==> config.mk <==
export PLATFORM = sky130hd
export DESIGN_NAME = float_alu
export DESIGN_NICKNAME = d
export VERILOG_FILES = /design/src/float_pkg.sv /design/src/float_adder.sv /design/src/float_alu.sv /design/src/float_multiplier.sv
export SDC_FILE = /design/constraint.sdc
export NUM_CORES = 2
export LEC_CHECK = 0
export BUFFER_PORTS_ARGS = -buffer_cell sky130_fd_sc_hd__buf_2
export CAP_MARGIN = 40
export CORE_MARGIN = 2
export CORE_UTILIZATION = 55
export DETAILED_ROUTE_END_ITERATION = 8
export HOLD_SLACK_MARGIN = 0.15
export PLACE_DENSITY = 0.72
export SYNTH_ARGS = -nofsm -noshare
export SYNTH_HDL_FRONTEND = slang
export SYNTH_SLANG_ARGS = --single-unit
==> constraint.sdc <==
create_clock -name in_clk -period 9.55 [get_ports in_clk]
set_input_delay 0.955 -clock in_clk [delete_from_list [all_inputs] [get_ports in_clk]]
set_output_delay 0.955 -clock in_clk [all_outputs]
set_load 0.05 [all_outputs]
==> src/float_pkg.sv <==
package float_pkg;

	// single precision layout
	localparam int FLOAT_BITS = 32; // whole word
	localparam int EXP_BITS = 8;    // biased exponent field
	localparam int FRAC_BITS = 23;  // stored fraction, hidden one not stored
	localparam int EXP_BIAS = 127;

	// plain vector types
	typedef logic [FLOAT_BITS-1 : 0] float_t;      // packed float word
	typedef logic [EXP_BITS-1 : 0] exp_t;          // biased exponent
	typedef logic [FRAC_BITS-1 : 0] frac_t;        // fraction bits only
	typedef logic [FRAC_BITS : 0] mant_t;          // fraction with hidden one
	typedef logic [2*FRAC_BITS+1 : 0] wide_mant_t; // product or sum with headroom

	// field view of a float word, same bit order as float_t
	typedef struct packed {
		logic sign;
		exp_t exp;
		frac_t frac;
	} float_fields_t;

	// operand pair, a in the upper half
	typedef struct packed {
		float_t a;
		float_t b;
	} float_operands_t;

	// operation select
	typedef logic [1 : 0] op_t;

	localparam op_t OP_MUL = 2'd0;
	localparam op_t OP_ADD = 2'd1;
	localparam op_t OP_SUB = 2'd2; // a - b
	// code 3 is unused and decoded as multiply

endpackage

==> src/float_adder.sv <==
`timescale 1ns/10ps

module float_adder (
	input logic in_clk, in_rst,

	// one-cycle start strobe
	input logic in_start,

	// subtract b instead of adding, sampled on start
	input logic in_sub,

	// operand pair, sampled on start
	input float_pkg::float_operands_t in_ops,

	// sum, valid while finished
	output float_pkg::float_t out_sum,

	// high in the Finished state
	output logic out_finished
);

	import float_pkg::*;

	// adder states
	typedef enum logic [2 : 0] {
		Idle,     // after reset
		Load,     // pick larger operand, exponent difference
		Align,    // barrel shift of the smaller mantissa
		Add,      // mantissa sum or difference
		Norm,     // one bit per cycle until hidden bit set
		Finished  // result valid
	} state_t;

	state_t state, state_next;

	// registered inputs
	float_operands_t ops_q, ops_next;
	logic sub_q, sub_next;

	// working values
	logic sign_q, sign_next;     // result sign, taken from the larger operand
	logic diff_q, diff_next;     // signs differ, so subtract magnitudes
	exp_t exp_q, exp_next;       // larger exponent, then result exponent
	exp_t shift_q, shift_next;   // exponent difference
	mant_t big_q, big_next;      // larger magnitude
	mant_t small_q, small_next;  // smaller magnitude, aligned in Align
	wide_mant_t sum_q, sum_next;

	float_fields_t a_f, b_f, res_f;
	mant_t a_mant, b_mant;
	logic b_sign;      // b sign after optional negation
	logic a_larger;    // |a| >= |b|
	wide_mant_t sum_c; // combinational sum for the Add state

	assign a_f = float_fields_t'(ops_q.a);
	assign b_f = float_fields_t'(ops_q.b);
	assign a_mant = {1'b1, a_f.frac};
	assign b_mant = {1'b1, b_f.frac};
	assign b_sign = b_f.sign ^ sub_q; // a - b == a + (-b)

	// magnitude compare, exponent first then fraction
	assign a_larger = {a_f.exp, a_f.frac} >= {b_f.exp, b_f.frac};

	// big >= small after alignment, so the difference never wraps
	assign sum_c = diff_q ? wide_mant_t'(big_q) - wide_mant_t'(small_q)
		: wide_mant_t'(big_q) + wide_mant_t'(small_q);

	assign res_f.sign = sign_q;
	assign res_f.exp = exp_q;
	assign res_f.frac = sum_q[FRAC_BITS-1 : 0];

	assign out_sum = float_t'(res_f);
	assign out_finished = (state == Finished);

	always_ff @(posedge in_clk, posedge in_rst) begin
		if (in_rst) begin
			state <= Idle;
		end else begin
			state <= state_next;
		end
	end

	always_ff @(posedge in_clk) begin
		ops_q <= ops_next;
		sub_q <= sub_next;
		sign_q <= sign_next;
		diff_q <= diff_next;
		exp_q <= exp_next;
		shift_q <= shift_next;
		big_q <= big_next;
		small_q <= small_next;
		sum_q <= sum_next;
	end

	always_comb begin
		state_next = state;
		ops_next = ops_q;
		sub_next = sub_q;
		sign_next = sign_q;
		diff_next = diff_q;
		exp_next = exp_q;
		shift_next = shift_q;
		big_next = big_q;
		small_next = small_q;
		sum_next = sum_q;

		case (state)
			Idle, Finished: begin
				if (in_start) begin
					ops_next = in_ops;
					sub_next = in_sub;
					state_next = Load;
				end
			end

			Load: begin
				diff_next = a_f.sign ^ b_sign;
				if (a_larger) begin
					sign_next = a_f.sign;
					exp_next = a_f.exp;
					shift_next = a_f.exp - b_f.exp;
					big_next = a_mant;
					small_next = b_mant;
				end else begin
					sign_next = b_sign;
					exp_next = b_f.exp;
					shift_next = b_f.exp - a_f.exp;
					big_next = b_mant;
					small_next = a_mant;
				end
				state_next = Align;
			end

			Align: begin
				small_next = small_q >> shift_q; // shifted-out bits dropped
				state_next = Add;
			end

			Add: begin
				if (sum_c == '0) begin
					// exact cancellation, encode as +0
					sign_next = 1'b0;
					exp_next = '0;
					sum_next = '0;
					state_next = Finished;
				end else begin
					sum_next = sum_c;
					state_next = Norm;
				end
			end

			Norm: begin
				if (sum_q[FRAC_BITS+1]) begin
					sum_next = sum_q >> 1; // carry out, at most once
					exp_next = exp_q + 1'b1;
				end else if (!sum_q[FRAC_BITS]) begin
					sum_next = sum_q << 1;
					exp_next = exp_q - 1'b1;
				end else begin
					state_next = Finished;
				end
			end

			default: state_next = Idle;
		endcase
	end

endmodule

==> src/float_alu.sv <==
`timescale 1ns/10ps

module float_alu (
	input logic in_clk, in_rst,

	// start pulse, dropped while busy
	input logic in_start,
	input float_pkg::op_t in_op,
	input float_pkg::float_operands_t in_ops,

	output float_pkg::float_t out_result,
	output logic out_busy,
	output logic out_finished
);

	import float_pkg::*;

	// latched request
	float_operands_t ops_q;
	op_t op_q;

	logic dispatch_q;  // one-cycle start into the selected unit
	logic sel_add_q;   // unit of the last accepted start
	logic busy_q, finished_q;
	float_t result_q;

	logic accept;      // start seen while idle
	logic in_is_add;   // decoded from in_op
	logic unit_fin, unit_done;
	float_t unit_res;

	logic mul_start, mul_fin;
	logic add_start, add_sub, add_fin;
	float_t mul_prod, add_sum;

	assign accept = in_start & ~busy_q;

	always_comb begin
		case (in_op)
			OP_MUL: in_is_add = 1'b0;
			OP_ADD, OP_SUB: in_is_add = 1'b1;
			default: in_is_add = 1'b0; // code 3 runs as multiply
		endcase
	end

	assign mul_start = dispatch_q & ~sel_add_q;
	assign add_start = dispatch_q & sel_add_q;
	assign add_sub = (op_q == OP_SUB);

	// unit finished is still high from its last run during the dispatch cycle
	assign unit_fin = sel_add_q ? add_fin : mul_fin;
	assign unit_res = sel_add_q ? add_sum : mul_prod;
	assign unit_done = busy_q & ~dispatch_q & unit_fin;

	assign out_result = result_q;
	assign out_busy = busy_q;
	assign out_finished = finished_q;

	always_ff @(posedge in_clk) begin
		if (accept) begin
			ops_q <= in_ops;
			op_q <= in_op;
		end
	end

	always_ff @(posedge in_clk, posedge in_rst) begin
		if (in_rst) begin
			dispatch_q <= 1'b0;
			sel_add_q <= 1'b0;
			busy_q <= 1'b0;
			finished_q <= 1'b0;
			result_q <= '0; // zero until the first result
		end else begin
			dispatch_q <= accept;
			if (accept) begin
				sel_add_q <= in_is_add;
				busy_q <= 1'b1;
				finished_q <= 1'b0;
			end else if (unit_done) begin
				busy_q <= 1'b0;
				finished_q <= 1'b1;
				result_q <= unit_res; // held until next accept
			end
		end
	end

	float_multiplier i_mul (
		.in_clk(in_clk), .in_rst(in_rst),
		.in_start(mul_start),
		.in_ops(ops_q),
		.out_prod(mul_prod),
		.out_finished(mul_fin)
	);

	float_adder i_add (
		.in_clk(in_clk), .in_rst(in_rst),
		.in_start(add_start),
		.in_sub(add_sub),
		.in_ops(ops_q),
		.out_sum(add_sum),
		.out_finished(add_fin)
	);

endmodule

==> src/float_multiplier.sv <==
`timescale 1ns/10ps

module float_multiplier (
	input logic in_clk, in_rst,

	// one-cycle start strobe
	input logic in_start,

	// operand pair, sampled on start
	input float_pkg::float_operands_t in_ops,

	// product, valid while finished
	output float_pkg::float_t out_prod,

	// high in the Finished state
	output logic out_finished
);

	import float_pkg::*;

	// multiplier states
	typedef enum logic [2 : 0] {
		Idle,       // after reset, nothing computed yet
		Reset,      // clear working registers
		Mult,       // exponent sum and mantissa product
		Norm_Over,  // shift right while mantissa >= 2
		Norm_Under, // shift left while hidden bit clear
		Finished    // result valid, wait for next start
	} state_t;

	state_t state, state_next;

	// registered operands and working values
	float_operands_t ops_q, ops_next;
	logic sign_q, sign_next;
	exp_t exp_q, exp_next;
	wide_mant_t mant_q, mant_next;

	// operand fields
	float_fields_t a_f, b_f;
	mant_t a_mant, b_mant;

	// result fields
	float_fields_t res_f;

	logic in_sign;     // sign of the incoming operands
	logic mant_over;   // mantissa at or above 2.0
	logic hidden_bit;  // leading one position
	logic frac_nz;     // any stored fraction bit set

	assign a_f = float_fields_t'(ops_q.a);
	assign b_f = float_fields_t'(ops_q.b);
	assign a_mant = {1'b1, a_f.frac}; // add hidden one
	assign b_mant = {1'b1, b_f.frac};

	assign in_sign = in_ops.a[FLOAT_BITS-1] ^ in_ops.b[FLOAT_BITS-1];

	assign mant_over = (mant_q >> (FRAC_BITS + 1)) != '0;
	assign hidden_bit = mant_q[FRAC_BITS];
	assign frac_nz = mant_q[FRAC_BITS-1 : 0] != '0;

	// product word, hidden bit dropped
	assign res_f.sign = sign_q;
	assign res_f.exp = exp_q;
	assign res_f.frac = mant_q[FRAC_BITS-1 : 0];

	assign out_prod = float_t'(res_f);
	assign out_finished = (state == Finished);

	// state register
	always_ff @(posedge in_clk, posedge in_rst) begin
		if (in_rst) begin
			state <= Idle;
		end else begin
			state <= state_next;
		end
	end

	// working registers, only meaningful after a start
	always_ff @(posedge in_clk) begin
		ops_q <= ops_next;
		sign_q <= sign_next;
		exp_q <= exp_next;
		mant_q <= mant_next;
	end

	// next state and datapath
	always_comb begin
		state_next = state; // hold by default
		ops_next = ops_q;
		sign_next = sign_q;
		exp_next = exp_q;
		mant_next = mant_q;

		case (state)
			Idle, Finished: begin
				// latch operands so inputs may move during the calculation
				if (in_start) begin
					ops_next = in_ops;
					sign_next = in_sign;
					state_next = Reset;
				end
			end

			Reset: begin
				exp_next = '0;
				mant_next = '0;
				state_next = Mult;
			end

			Mult: begin
				// biased sum, bias removed once
				exp_next = exp_t'(int'(a_f.exp) + int'(b_f.exp) - EXP_BIAS);
				// 48-bit product back to 23 fraction bits, truncated
				mant_next = (wide_mant_t'(a_mant) * wide_mant_t'(b_mant)) >> FRAC_BITS;
				state_next = Norm_Over;
			end

			Norm_Over: begin
				if (mant_over) begin
					mant_next = mant_q >> 1; // lsb lost
					exp_next = exp_q + 1'b1;
				end else begin
					state_next = Norm_Under;
				end
			end

			Norm_Under: begin
				if (frac_nz && !hidden_bit) begin
					mant_next = mant_q << 1;
					exp_next = exp_q - 1'b1;
				end else begin
					state_next = Finished;
				end
			end

			default: state_next = Idle;
		endcase
	end

endmodule

After elaboration in Yosys (flattened, before gate mapping)
Cells that the tools add are included.

Register bits after elaboration: 406.

Add/sub/neg operators: 10. Multipliers: 1. Order comparisons: 1. Eq/ne operators: 23. Shifts and indexed selects: 1. Multiplexer cells: 39. Bitwise logic cells: 12. Reductions and logical operators: 25.

Operator list (count): 48-bit two-way mux (6); 48-bit case mux with 4 select lines (1); 48-bit case mux with 2 select lines (1); 8-bit two-way mux (7); 48-bit zero test (1); 24-bit by 24-bit multiplier with 48-bit output (1); 24-bit case mux with 2 select lines (1); 48-bit nonzero test (1); 23-bit two-way mux (2); 32-bit two-way mux (1); 8-bit case mux with 4 select lines (1); 31-bit greater-or-equal comparator (1); 3-bit case mux with 5 select lines (2); 24-bit by 24-bit adder with 25-bit output (1); 24-bit by 24-bit subtractor with 25-bit output (1); 8-bit case mux with 3 select lines (1); 24-bit by 8-bit >> shifter with 24-bit output (1); 23-bit nonzero test (1); 3-bit two-way mux (6); 8-bit by 1-bit adder with 8-bit output, second input constant (2); 8-bit by 1-bit subtractor with 8-bit output, second input constant (2); 8-bit subtractor (2); 3-bit by 2-bit == test with 1-bit output, second input constant (4); 3-bit == test, second input constant (4); other kinds (22) (61).

Logic depth before layout (Yosys ltp)
Word-level depth: 5. Mapped depth: 27.

Modules after synthesis
From an unflattened synthesis, not the netlist that was laid out.

Cell total of the unflattened synthesis: 3932. Area total of the unflattened synthesis: 40435.0 µm².

Modules (own cells, without submodules): float_multiplier (instances 1, cells each 2367, area each 23531.3 µm², sequential area each 3648.5 µm²); float_adder (instances 1, cells each 1378, area each 13150.1 µm², sequential area each 5420.2 µm²); float_alu (instances 1, cells each 187, area each 3753.6 µm², sequential area each 2882.8 µm²).

Worst setup path after synthesis
No wires, ideal clock.

Path kind: reg-to-reg. From: reg sel_add_q. To: reg i_mul.ops_q, in the netlist i_mul.a_f[0] (enable). Library setup time: 0.639 ns. Data arrival time: 6.874 ns. Data required time: 8.911 ns. Path slack: 2.036 ns. Cell stages (with the launch flop): 4. Clock period less this slack: 7.514 ns. Path through: dfrtp_1 -> clkbuf_1 -> nand2b_1 -> nor4_1.

Longest elaborated chain between the ends: 3.

RTL lines: start, declared (line float_alu.sv:23) `logic sel_add_q;`; start signal, assigned (line float_alu.sv:76) `sel_add_q <= in_is_add;`; 1-bit NOT (line float_alu.sv:46) `assign mul_start = dispatch_q & ~sel_add_q;`; 1-bit AND (line float_alu.sv:46); 2-bit AND reduction (no line); end signal, assigned (line float_multiplier.sv:81) `ops_q <= ops_next;`; end, declared (line float_multiplier.sv:34) `float_operands_t ops_q, ops_next;`.

Every way passes these cells. A chain may end at the register's enable or synchronous reset.

Final worst setup path
From: reg i_mul.ops_q, in the netlist i_mul.b_f[12]. To: reg i_mul.mant_q[18] (data pin).

Longest elaborated chain between the ends: 2.

RTL lines: 24-bit by 24-bit multiplier with 48-bit output (line float_multiplier.sv:115) `mant_next = (wide_mant_t'(a_mant) * wide_mant_t'(b_mant)) >> FRAC_BITS;`; 48-bit case mux with 4 select lines (line float_multiplier.sv:95) `case (state)`; end signal, assigned (line float_multiplier.sv:84) `mant_q <= mant_next;`; end, declared (line float_multiplier.sv:37) `wide_mant_t mant_q, mant_next;`.

Every way passes these cells.

==> impl_results.md <==
* Initial antenna violation count at 0
* Nets at roughly 4600
* Fillers at just under 6000
* Fin Hold WS at around 0.34 ns
* DRT antenna net count at 0
* Status: finished, final reports clean
* CP Launch Type: flip-flop
* Final Hold Viols at 0
* Post-CTS setup buffers at 0
* Maximum clock path buffer count at 3
* Pre-Repair DR Iteration Count at 6
* Worst EP required at ~10 ns
* Pleak at between 15 and 20 nW
* Placement Rows at just under 100
* Number of vias per cell at between 5 and 6
* Yosys warns at 0
* Rel. slew slack at between 30% and 40%
* R2R Path Start: i_mul.b_f[12]
* Avg Cell Area, Syn at 10.4 um2
* Worst slack, placed at 1.01 ns
* Largest net degree at the start of global routing at 70
* Slack of the critical path at between 0.8 and 0.9 ns
* Tmin final at 8.70 ns
* Syn nets at approximately 4600
* Drt total wl at around 110000 um
* Crit path buf inv count at 5
* Leading area contributor after synthesis: edfxtp_1
* Reg clk slew, reported paths at 0.06 ns
* Number of max-slew violations in the final report at 0
* Sequential area share after synthesis at between 30% and 40%
* CTS tree: built
* Area after DPL at between 40000 and 50000 um2
* Critical path data arrival time at ~9.0 ns
* Post-synth top cells: inv_1, fa_1, edfxtp_1
* # IOs at between 100 and 150
* Area share of the largest cell type after synthesis at 28.0%
* WL/cell at roughly 22 um
* GRT overflow at 0
* Post-route setup TNS at 0 ns
* CTS hold repair buffers at 0
* Top delay family on crit path: adder cells
* Overall power at 12.0 mW
* Starting Density at between 50 and 60%
* CP max-delay cell: edfxtp_1
* Crit path largest cell delay at about 0.90 ns
* Final non-filler cell area at between 40000 and 50000 um2
* Inst Count DP at around 4700
* Period utilisation layout at around 91%
* Main flop type after synthesis: edfxtp_1
* RSZ-0062 raised after global routing: no
* Clk_skew at 0.0321 ns
* Finished Layout Cells at about 4700
* EDFF count, synth at around 360
* Final core occ at 60.1%
* GPL Wtd Cong at around 1
* CP startpoint: i_mul.b_f[12]
* IO buf count at 102
* Clk sinks at roughly 410
* Die span in y at between 200 and 300 um
* Worst-margin pin slew at ~0.96 ns
* Pwr Density at around 290 nW/um2
* Post-synthesis cell area at about 39000 um2
* F_max at around 120 MHz
* Vias in the first global route at between 20000 and 30000
* Share of layout cells above drive strength 1 at 8.22%
* Die area at around 73000 um2
* DRT iter0 DRCs at between 2000 and 3000
* Root buf cell: clkbuf_16
* Synth-to-layout area growth at 8.04%
* Crit path cell chain: inv_1, nor2_1, fa_1, inv_1, fa_1, inv_1, fa_1, fa_1, fa_1, fa_1, inv_1, fa_1, inv_1, ha_1, a211o_1, a21oi_1, nand2_1, or3_1, o311ai_1, o21ai_1, a221oi_2, o31ai_1, xnor2_1, o21ai_0
* Residual DRC at 0
* Worst setup EP type: flip-flop
* H-tree lvl count at 2
* Max_cap viols at 0
* Worst-Skew Late Latency at approximately 0.60 ns
* Yosys reg bits at around 410
* Most common cell in the netlist: inv_1
* Synth top area cells: edfxtp_1, fa_1, ha_1, inv_1, and2_1
* Library cells used by synthesis at 89
* # diodes at 0
* Cts repair resizes at 0
* Maximum vdd drop at between 0.3 and 0.4 mV
* Die W at 270 um
* HPWL after detailed placement at 83200 um
* Final setup vio count at 0
* Mapped Cells at 3738
* DR vias at 27899
* CP Class: flip-flop to flip-flop
* Core ar. at 70000 um2
* Num CTS Buffers at 44
* First-pass GRT wire length at 165000 um
* Ys async rst share at between 10% and 20%
* Total GRT Usage at 29.4%
* CP most frequent cell: fa_1
* Worst hold path class: input pin to asynchronous set/reset pin
* Worst-path maximum fanout at 18
-- cell families (layout without fill, tap and decap cells) --
| group | count (synthesis) | in the layout | synth area share [%] |
|---|---|---|---|
| AO/OA/AOI/OAI | 615 | 615 | 10.6 |
| flip-flops | 405 | 405 | 30.7 |
| buffers and inverters | 791 | 850 | 7.73 |
| AND/OR/NAND/NOR | 996 | 996 | 12.7 |
| multiplexers | 90 | 90 | 2.67 |
| adder cells (fa/ha/maj) | 766 | 766 | 34.0 |
| XOR/XNOR | 75 | 75 | 1.69 |
-- power breakdown --
part	internal [mW]	total, mW	switching [mW]
combinational	2.80	7.28	4.48
clock	0.985	1.72	0.732
sequential	2.61	3.03	0.423
total	6.40	12.0	5.63
-- flip-flops by register name (all words and copies together), names as in the netlist, 2 cells and up --
name and cells:
i_add.a_f 32, i_add.b_f 32, i_add.big_q 23, i_add.exp_q 8
i_add.shift_q 8, i_add.small_q 24, i_add.state 3, i_add.sum_q 48
i_mul.a_f 31, i_mul.b_f 31, i_mul.exp_q 8, i_mul.mant_q 48
i_mul.state 3, op_q 2, ops_q 64, out_result 32
-- cell usage in the layout, fill, tap and decap left out, types with 30 or more instances in the layout --
cell type and count:
edfxtp_1 363, a21oi_1 136, mux2i_1 52, fa_1 488
inv_1 595, dfrtp_1 41, nor2_1 167, buf_2 102
nand2_1 355, ha_1 278, o21ai_0 133, xnor2_1 51
a21o_1 40, clkbuf_16 44, buf_4 45, nand3_1 30
and2_1 290, o22ai_1 38, mux2_2 30
-- metal layers --
layer	wire length (um)	up-vias	GRT usage (%)
met3	9120	250	5.12
met5	0	-	0
met1	43000	13892	40.0
met4	4970	0	11.9
li1	-	12430	-
met2	49500	1327	47.1
-- worst paths after layout --
path	to	slack [ns]	cells after the start
setup / recovery	i_mul.mant_q[18]	0.85	24
hold / removal	out_result[28]	0.34	2
setup reg to reg	i_mul.mant_q[18]	0.85	24
hold reg to reg	i_add.a_f[0]	0.45	0
max in group asynchronous	i_add.state[2]	8.71	3
min in group in_clk	i_add.a_f[0]	0.45	0
-- final cells by class --
type	instances	area [um2]	share of cell area [%]
clock inverters	25	268	0.636
clock buffers	54	1170	2.78
multi-input cells	2542	24000	57.1
well taps	940	1180	2.79
repair buffers	167	1210	2.87
flip-flops and latches	405	12000	28.4
inverters	604	2270	5.39
-- worst register-to-register path: cells and delay by family, from the launching register on --
kind,cells,cell delay [ns]
xor gates and xnor gates,1,0.16
buffers and inverters,5,0.64
and+or+nand+nor,3,0.75
DFF,1,0.90
adders and majority gates,8,3.61
AOI/OAI and AO/OA,7,2.37
Power figures use the tool's default switching activity.
